--- config.mk ---
export PLATFORM = sky130hd
export DESIGN_NAME = serial_regfile
export DESIGN_NICKNAME = d
export VERILOG_FILES = /design/src/verilog/rf_pkg.sv /design/src/verilog/serial_regfile.sv /design/src/verilog/rf_read_scatter.sv /design/src/verilog/rf_write_gather.sv /design/src/verilog/rf_nibble_ram.sv
export SDC_FILE = /design/constraint.sdc
export NUM_CORES = 2
export LEC_CHECK = 0
export BUFFER_PORTS_ARGS = -buffer_cell sky130_fd_sc_hd__buf_2
export CAP_MARGIN = 5
export CORE_AREA = 2 2 462 464
export CTS_BUF_LIST = sky130_fd_sc_hd__clkbuf_4
export DETAILED_ROUTE_END_ITERATION = 16
export DIE_AREA = 0 0 464 466
export SETUP_SLACK_MARGIN = 0.2
export SLEW_MARGIN = 20
export SYNTH_ARGS = -nofsm -noshare
export SYNTH_HDL_FRONTEND = slang
export SYNTH_HIERARCHICAL = 1
export SYNTH_SLANG_ARGS = --single-unit
--- constraint.sdc ---
create_clock -name i_clk -period 40.3 [get_ports i_clk]
set_input_delay 12.09 -clock i_clk [delete_from_list [all_inputs] [get_ports i_clk]]
set_output_delay 12.09 -clock i_clk [all_outputs]
set_load 0.005 [all_outputs]
--- src/verilog/rf_pkg.sv ---
package rf_pkg;

   // Serial word and RAM nibble sizes
   localparam int RF_WORD_BITS   = 32;
   localparam int RF_NIBBLE_BITS = 4;
   localparam int RF_ADDR_BITS   = 9;

   localparam int RF_NIB_PER_WORD = RF_WORD_BITS / RF_NIBBLE_BITS;

   // RAM layout
   // GPR r nibble n at r*8+n
   // CSR c nibble n at RF_CSR_BASE + c*8+n
   localparam logic [RF_ADDR_BITS-1:0] RF_CSR_BASE = 9'd256;

   // Machine CSR slots
   typedef enum logic [1:0] {
      CSR_MSCRATCH = 2'd0,
      CSR_MTVEC    = 2'd1,
      CSR_MEPC     = 2'd2,
      CSR_MTVAL    = 2'd3
   } csr_sel_e;

   // Write sources, also the phase order of one write round
   typedef enum logic [1:0] {
      SRC_MEPC  = 2'd0,
      SRC_MTVAL = 2'd1,
      SRC_CSR   = 2'd2,
      SRC_RD    = 2'd3
   } wr_src_e;

endpackage
--- src/verilog/serial_regfile.sv ---
`timescale 1ns/1ns

module serial_regfile #(
   parameter int RAM_DEPTH = 512
) (
   input  logic             i_clk,
   input  logic             i_rst,
   // Trap
   input  logic             i_trap,
   input  logic             i_mepc,
   input  logic             i_mtval,
   output logic             o_csr_pc,
   // CSR
   input  logic             i_csr_en,
   input  rf_pkg::csr_sel_e i_csr_addr,
   input  logic             i_csr,
   output logic             o_csr,
   // rd write
   input  logic             i_rd_wen,
   input  logic [4:0]       i_rd_waddr,
   input  logic             i_rd,
   // Read request and operands
   input  logic             i_rreq,
   output logic             o_rgnt,
   input  logic [4:0]       i_rs1_raddr,
   output logic             o_rs1,
   input  logic [4:0]       i_rs2_raddr,
   output logic             o_rs2
);
   import rf_pkg::*;

   logic                      wen;
   logic [RF_ADDR_BITS-1:0]   waddr;
   logic [RF_NIBBLE_BITS-1:0] wdata;
   logic [RF_ADDR_BITS-1:0]   raddr;
   logic [RF_NIBBLE_BITS-1:0] rdata;

   rf_write_gather u_gather (
      .i_clk      (i_clk),
      .i_rst      (i_rst),
      .i_trap     (i_trap),
      .i_mepc     (i_mepc),
      .i_mtval    (i_mtval),
      .i_csr_en   (i_csr_en),
      .i_csr_addr (i_csr_addr),
      .i_csr      (i_csr),
      .i_rd_wen   (i_rd_wen),
      .i_rd_waddr (i_rd_waddr),
      .i_rd       (i_rd),
      .o_wen      (wen),
      .o_waddr    (waddr),
      .o_wdata    (wdata)
   );

   rf_read_scatter u_scatter (
      .i_clk       (i_clk),
      .i_rst       (i_rst),
      .i_rreq      (i_rreq),
      .i_trap      (i_trap),
      .i_csr_addr  (i_csr_addr),
      .i_csr_en    (i_csr_en),
      .i_rs1_raddr (i_rs1_raddr),
      .i_rs2_raddr (i_rs2_raddr),
      .o_raddr     (raddr),
      .i_rdata     (rdata),
      .o_rgnt      (o_rgnt),
      .o_rs1       (o_rs1),
      .o_rs2       (o_rs2),
      .o_csr       (o_csr),
      .o_csr_pc    (o_csr_pc)
   );

   rf_nibble_ram #(
      .RAM_DEPTH (RAM_DEPTH)
   ) u_ram (
      .i_clk   (i_clk),
      .i_wen   (wen),
      .i_waddr (waddr),
      .i_wdata (wdata),
      .i_raddr (raddr),
      .o_rdata (rdata)
   );

endmodule

--- src/verilog/rf_read_scatter.sv ---
`timescale 1ns/1ns

module rf_read_scatter (
   input  logic                              i_clk,
   input  logic                              i_rst,
   input  logic                              i_rreq,
   input  logic                              i_trap,
   input  rf_pkg::csr_sel_e                  i_csr_addr,
   input  logic                              i_csr_en,
   input  logic [4:0]                        i_rs1_raddr,
   input  logic [4:0]                        i_rs2_raddr,
   output logic [rf_pkg::RF_ADDR_BITS-1:0]   o_raddr,
   input  logic [rf_pkg::RF_NIBBLE_BITS-1:0] i_rdata,
   output logic                              o_rgnt,
   output logic                              o_rs1,
   output logic                              o_rs2,
   output logic                              o_csr,
   output logic                              o_csr_pc
);
   import rf_pkg::*;

   // Phases rs1, rs2, CSR and spare
   logic [3:0] slot;
   logic [3:0] slot_cur;
   logic [2:0] nib;
   logic [2:0] nib_cur;
   logic [2:0] rreq_d;
   csr_sel_e   rcsr;

   // Staggered so all three streams emit bit 0 in the same cycle
   logic [RF_NIBBLE_BITS+1:0] sh_rs1;
   logic [RF_NIBBLE_BITS:0]   sh_rs2;
   logic [RF_NIBBLE_BITS-1:0] sh_csr;

   // rs1 nibble 0 is addressed in the request cycle itself
   assign slot_cur = i_rreq ? 4'b0001 : slot;
   assign nib_cur  = i_rreq ? 3'd0 : nib;

   always_ff @(posedge i_clk) begin
      if (i_rst) begin
         slot <= 4'b0000;
         nib  <= 3'd0;
      end else if (i_rreq) begin
         slot <= 4'b0010;
         nib  <= 3'd0;
      end else begin
         slot <= {slot[2:0], slot[3]};
         if (slot[3]) begin
            nib <= nib + 3'd1;
         end
      end
   end

   // Grant four cycles after the request
   always_ff @(posedge i_clk) begin
      if (i_rst) begin
         rreq_d <= 3'd0;
         o_rgnt <= 1'b0;
      end else begin
         rreq_d <= {rreq_d[1:0], i_rreq};
         o_rgnt <= rreq_d[2];
      end
   end

   assign rcsr = i_trap ? CSR_MTVEC : i_csr_addr;

   always_comb begin
      if (slot_cur[0]) begin
         o_raddr = {1'b0, i_rs1_raddr, nib_cur};
      end else if (slot_cur[1]) begin
         o_raddr = {1'b0, i_rs2_raddr, nib_cur};
      end else begin
         o_raddr = RF_CSR_BASE + {4'd0, rcsr, nib_cur};
      end
   end

   // RAM data lags the address by one phase, so slot[k+1] marks stream k data
   always_ff @(posedge i_clk) begin
      sh_rs1 <= sh_rs1 >> 1;
      sh_rs2 <= sh_rs2 >> 1;
      sh_csr <= sh_csr >> 1;
      if (slot[1]) begin
         sh_rs1[RF_NIBBLE_BITS+1:2] <= i_rdata;
      end
      if (slot[2]) begin
         sh_rs2[RF_NIBBLE_BITS:1] <= i_rdata;
      end
      if (slot[3]) begin
         sh_csr <= i_rdata;
      end
   end

   assign o_rs1    = sh_rs1[0];
   assign o_rs2    = sh_rs2[0];
   assign o_csr_pc = sh_csr[0];
   assign o_csr    = sh_csr[0] & i_csr_en;

   // Grant cycle lines up with the first rs1 phase of nibble 1
   a_rgnt_aligned: assert property (
      @(posedge i_clk) disable iff (i_rst)
      (o_rgnt && (rreq_d == 3'b000)) |-> (slot == 4'b0001) && (nib == 3'd1)
   ) else $error("grant not aligned with nibble 0 of the read streams");

endmodule

--- src/verilog/rf_write_gather.sv ---
`timescale 1ns/1ns

module rf_write_gather (
   input  logic                              i_clk,
   input  logic                              i_rst,
   input  logic                              i_trap,
   input  logic                              i_mepc,
   input  logic                              i_mtval,
   input  logic                              i_csr_en,
   input  rf_pkg::csr_sel_e                  i_csr_addr,
   input  logic                              i_csr,
   input  logic                              i_rd_wen,
   input  logic [4:0]                        i_rd_waddr,
   input  logic                              i_rd,
   output logic                              o_wen,
   output logic [rf_pkg::RF_ADDR_BITS-1:0]   o_waddr,
   output logic [rf_pkg::RF_NIBBLE_BITS-1:0] o_wdata
);
   import rf_pkg::*;

   typedef enum logic [1:0] {
      G_IDLE,
      G_FILL,
      G_WRITE
   } gather_state_e;

   gather_state_e state;
   logic [3:0]    slot;
   logic [2:0]    nib;
   logic [3:0]    src_en;
   logic [4:0]    rd_addr_r;
   csr_sel_e      csr_addr_r;
   csr_sel_e      wcsr;
   logic          start_req;
   logic          start;

   // One extra stage per slot so each source has its nibble in [3:0] on its phase
   logic [RF_NIBBLE_BITS:0]   sh_mepc;
   logic [RF_NIBBLE_BITS+1:0] sh_mtval;
   logic [RF_NIBBLE_BITS+2:0] sh_csr;
   logic [RF_NIBBLE_BITS+3:0] sh_rd;

   assign start_req = i_rd_wen | i_csr_en | i_trap;
   assign start     = (state == G_IDLE) && start_req;

   // Streams arrive LSB first, shift right
   always_ff @(posedge i_clk) begin
      sh_mepc  <= {i_mepc, sh_mepc[RF_NIBBLE_BITS:1]};
      sh_mtval <= {i_mtval, sh_mtval[RF_NIBBLE_BITS+1:1]};
      sh_csr   <= {i_csr, sh_csr[RF_NIBBLE_BITS+2:1]};
      sh_rd    <= {i_rd, sh_rd[RF_NIBBLE_BITS+3:1]};
   end

   // Source set and targets captured at start
   always_ff @(posedge i_clk) begin
      if (start) begin
         src_en[SRC_MEPC]  <= i_trap;
         src_en[SRC_MTVAL] <= i_trap;
         src_en[SRC_CSR]   <= i_csr_en;
         src_en[SRC_RD]    <= i_rd_wen;
         rd_addr_r         <= i_rd_waddr;
         csr_addr_r        <= i_csr_addr;
      end
   end

   // One fill round while the shifters load, then 8 write rounds
   always_ff @(posedge i_clk) begin
      if (i_rst) begin
         state <= G_IDLE;
         slot  <= 4'b0000;
         nib   <= 3'd0;
      end else begin
         case (state)
            G_IDLE: begin
               if (start) begin
                  state <= G_FILL;
                  slot  <= 4'b0001;
               end
            end
            G_FILL: begin
               slot <= {slot[2:0], slot[3]};
               if (slot[3]) begin
                  state <= G_WRITE;
                  nib   <= 3'd0;
               end
            end
            G_WRITE: begin
               slot <= {slot[2:0], slot[3]};
               if (slot[3]) begin
                  nib <= nib + 3'd1;
                  // Last nibble written
                  if (nib == 3'(RF_NIB_PER_WORD - 1)) begin
                     state <= G_IDLE;
                     slot  <= 4'b0000;
                  end
               end
            end
            default: begin
               state <= G_IDLE;
               slot  <= 4'b0000;
            end
         endcase
      end
   end

   always_comb begin
      if (slot[SRC_MEPC]) begin
         o_wdata = sh_mepc[RF_NIBBLE_BITS-1:0];
      end else if (slot[SRC_MTVAL]) begin
         o_wdata = sh_mtval[RF_NIBBLE_BITS-1:0];
      end else if (slot[SRC_CSR]) begin
         o_wdata = sh_csr[RF_NIBBLE_BITS-1:0];
      end else begin
         o_wdata = sh_rd[RF_NIBBLE_BITS-1:0];
      end
   end

   // Trap slots have fixed CSR targets
   always_comb begin
      if (slot[SRC_MEPC]) begin
         wcsr = CSR_MEPC;
      end else if (slot[SRC_MTVAL]) begin
         wcsr = CSR_MTVAL;
      end else begin
         wcsr = csr_addr_r;
      end
   end

   assign o_waddr = slot[SRC_RD] ? {1'b0, rd_addr_r, nib}
                                 : RF_CSR_BASE + {4'd0, wcsr, nib};

   assign o_wen = (state == G_WRITE) && (|(slot & src_en));

   a_start_idle: assert property (
      @(posedge i_clk) disable iff (i_rst)
      $rose(start_req) |-> (state == G_IDLE)
   ) else $error("write start requested while gather unit is busy");

endmodule

--- src/verilog/rf_nibble_ram.sv ---
`timescale 1ns/1ns

module rf_nibble_ram #(
   parameter int RAM_DEPTH = 512
) (
   input  logic                              i_clk,
   input  logic                              i_wen,
   input  logic [rf_pkg::RF_ADDR_BITS-1:0]   i_waddr,
   input  logic [rf_pkg::RF_NIBBLE_BITS-1:0] i_wdata,
   input  logic [rf_pkg::RF_ADDR_BITS-1:0]   i_raddr,
   output logic [rf_pkg::RF_NIBBLE_BITS-1:0] o_rdata
);
   import rf_pkg::*;

   logic [RF_NIBBLE_BITS-1:0] mem [RAM_DEPTH];

   // Read during write to the same location returns the old nibble
   always_ff @(posedge i_clk) begin
      if (i_wen) begin
         mem[i_waddr] <= i_wdata;
      end
      o_rdata <= mem[i_raddr];
   end

   a_waddr_range: assert property (
      @(posedge i_clk)
      i_wen |-> (int'(i_waddr) < RAM_DEPTH)
   ) else $error("write address %0d outside RAM depth %0d", i_waddr, RAM_DEPTH);

endmodule

==> reports/qor.txt <==
vias = 45,510
met2 GRT Util = 30.70%
nets = 4,997
first-pass GRT wire length = 304,700 um
FF-to-FF Start = u_scatter/nib[1]
minimum clock period = 24.56 ns
Main synth FF type = edfxtp_1
vias in the first global route = 46,690
initial antenna violation count = 8
CTS Buffer Depth = 4
setup violators final = 0
H-Tree Depth = 6
# IOs = 32
clk_skew = 0.09629 ns
CTS Hold Bufs = 0
Synthesis Warnings = 6
clock root buffer = clkbuf_4
largest net degree at the start of global routing = 251
worst r2r dst = u_ram/o_rdata[2]
Slew HR = 19.55%
Worst Path Required = 28.21 ns
status = completed
layout cell share with drive strength beyond 1 = 25.07%
r2r setup slk = 34.92 ns
met3 Usage GRT = 4.396%
mean area per synthesized cell = 18.25 um^2
Post-Route Setup TNS = 0 ns
Iteration-0 DRC Markers = 4,738
worst skew pair latency = 1.35 ns
Total Routed Length = 208,800 um
drt drc = 0
pin slew with the least headroom to its limit = 1.207 ns
CP startpoint = i_csr_en
post-DR vias/cell = 5.585
FF-to-FF path depth = 11
synthesized netlist cell count = 4,604
HP Class = flop to flop
IO Port Bufs = 31
Leak = 27.88 nW
met1 usage = 25.20%
HPWL after detailed placement = 115,300 um
Startpoint Class = primary input
layer with the highest usage = met2
Die Span Y = 466 um
CTS tree = yes
Slew Limit Fails = 0
synth top area cells = edfxtp_1 (74%), mux4_2 (8.6%), mux2i_1 (4.8%)
Setup Fix Bufs, Post-CTS = 0
Die Area = 216,200 um^2
FFs w/ async S/R, synth = 0%
row cnt = 169
total CTS buffers = 553
hold violation count in the final report = 0
Final Cycle Share = 60.95%
crit end category = output pin
overall die width = 464 um
post-CTS resize count = 0
WHS = 0.3002 ns
maxcap violations = 0
Critical Path Sink = o_csr
Post-synth EDFFs = 2,058
Clock Sinks = 2,123
unique cell type count in the Yosys netlist = 68
GP Congestion = 0.7932
dominant cell type by area after synthesis = edfxtp_1
1st-pass router iterations = 7
pwr dens = 46.93 nW/um^2
synthesized area = 84,000 um^2
Yosys top cell area share = 73.57%
Initial Util = 39.77%
sequential-to-total area share from yosys stat = 75.12%
Worst-path clk slew = 0.06 ns
Core Footprint = 211,200 um^2
post-DR wirelength/cell = 25.62 um
Worst VDD drop = 0.02741 mV
Crit Path Max Fanout = 3
number of routed nets with antenna violations = 0
RSZ-0062 raised after global routing = false
total track usage = 19.00%
critical path class = primary input to output pin
Worst Path Arrival = 12.47 ns
Area Overhead vs Synth = 11.43%
FF+latch count, synth = 2,123
highest clock rate = 40.71 MHz
syn nets = 4,634
total grt overflow = 0
-- sequential cells by signal, summed over array words and instances (netlist names), 5 cells and up --
signal,flops
u_scatter/sh_rs1,6
u_gather/sh_mtval,6
u_gather/sh_rd,8
u_gather/sh_csr,7
u_ram/mem,2048
u_gather/rd_addr_r,5
u_scatter/sh_rs2,5
u_gather/sh_mepc,5
-- cells in the mapped netlist, drive strengths merged, types with 5 or more instances --
cell	count
o2bb2ai	11
a2111oi	5
nor3	59
a31oi	15
mux4	327
nand2	123
edfxtp	2058
nor3b	9
nor4	27
a22oi	19
mux2i	405
o21ai	58
and3	7
a211oi	10
nor2b	19
mux2	16
o31ai	6
o22ai	81
buf	162
a222oi	9
nor2	570
nand2b	11
o221ai	169
dfxtp	65
and2	16
clkbuf	146
nand3	38
nand4	10
a21oi	94
-- cell type report --
type,count,area (um^2)
Clock inverter,107,604.3
Inverter,4,18.77
Antenna cell,14,35.03
Clock buffer,794,5961
Timing Repair Buffer,116,937.1
Multi-Input combinational cell,2169,19420
Sequential cell,2123,63100
Fill cell,18430,117600
Tap cell,2821,3530
-- worst max-delay path, cell delays in order --
cell and delay, ns:
buf_2 0.11, and2_1 0.15, buf_2 0.13
-- through the flow --
| stage | worst slack (ns) | power [W] | area [um^2] | instances | util, % |
|---|---|---|---|---|---|
| floorplan | 15.67 | 0.002689 | 84000 | 4604 | - |
| global placement | 15.71 | 0.002659 | 86940 | 7231 | 41.16 |
| detailed placement | 15.73 | 0.002665 | 86950 | 7231 | 41.16 |
| CTS | 15.73 | 0.004443 | 93510 | 8132 | 44.27 |
| global route | 15.72 | 0.004566 | 93600 | 8145 | 44.31 |
| finish | 15.74 | 0.004393 | 93600 | 8148 | 44.31 |
-- report_power, final --
group | internal (W) | switching (W) | leakage [nW]
Combinational | 0.0000284 | 0.000124 | 4.81
Sequential | 0.00246 | 0.00000409 | 19.1
Clock | 0.000942 | 0.000832 | 3.98
Total | 0.00343 | 0.000960 | 27.9
-- metal layers --
layer | vias up | routed length, um
met5 | - | 14
met4 | 2 | 5605
met3 | 338 | 16820
met2 | 1940 | 101800
met1 | 23520 | 84570
li1 | 19710 | -
-- how the worst min path moves through the flow --
stage | from | to | slack, ns | cells after the start
after floorplan | u_gather/sh_csr[4] | u_gather/sh_csr[3] | 0.31 | 0
after global placement | u_gather/sh_csr[5] | u_gather/sh_csr[4] | 0.31 | 0
after detailed placement | u_gather/sh_csr[5] | u_gather/sh_csr[4] | 0.31 | 0
after CTS | u_gather/sh_mepc[4] | u_gather/sh_mepc[3] | 0.30 | 0
after global routing | u_gather/sh_csr[4] | u_gather/sh_csr[3] | 0.32 | 0
final | u_gather/sh_mepc[4] | u_gather/sh_mepc[3] | 0.30 | 0
-- cells by family (layout without fill, tap and decap cells) --
family          after synthesis  after routing  synth area share, %
simple gates                912            912                4.678
other cells                   0             14                    0
fa+ha+maj                     3              3              0.04469
buf+inv                     312           1021                2.048
compound gates              505            505                4.272
flops                      2123           2123                75.12
xor+xnor                      1              1              0.01043
mux                         748            748                13.83
-- cells in the final DEF (no fill, tap or decap), types with 69 or more instances in the layout --
cell / n
o22ai_1: 80
edfxtp_1: 2058
mux4_2: 322
mux2i_1: 405
clkbuf_4: 794
clkinv_1: 69
buf_4: 74
nor2_1: 569
a21oi_1: 94
o221ai_1: 169
nand2_1: 110
Note: power is estimated with default switching activity, not from simulation.
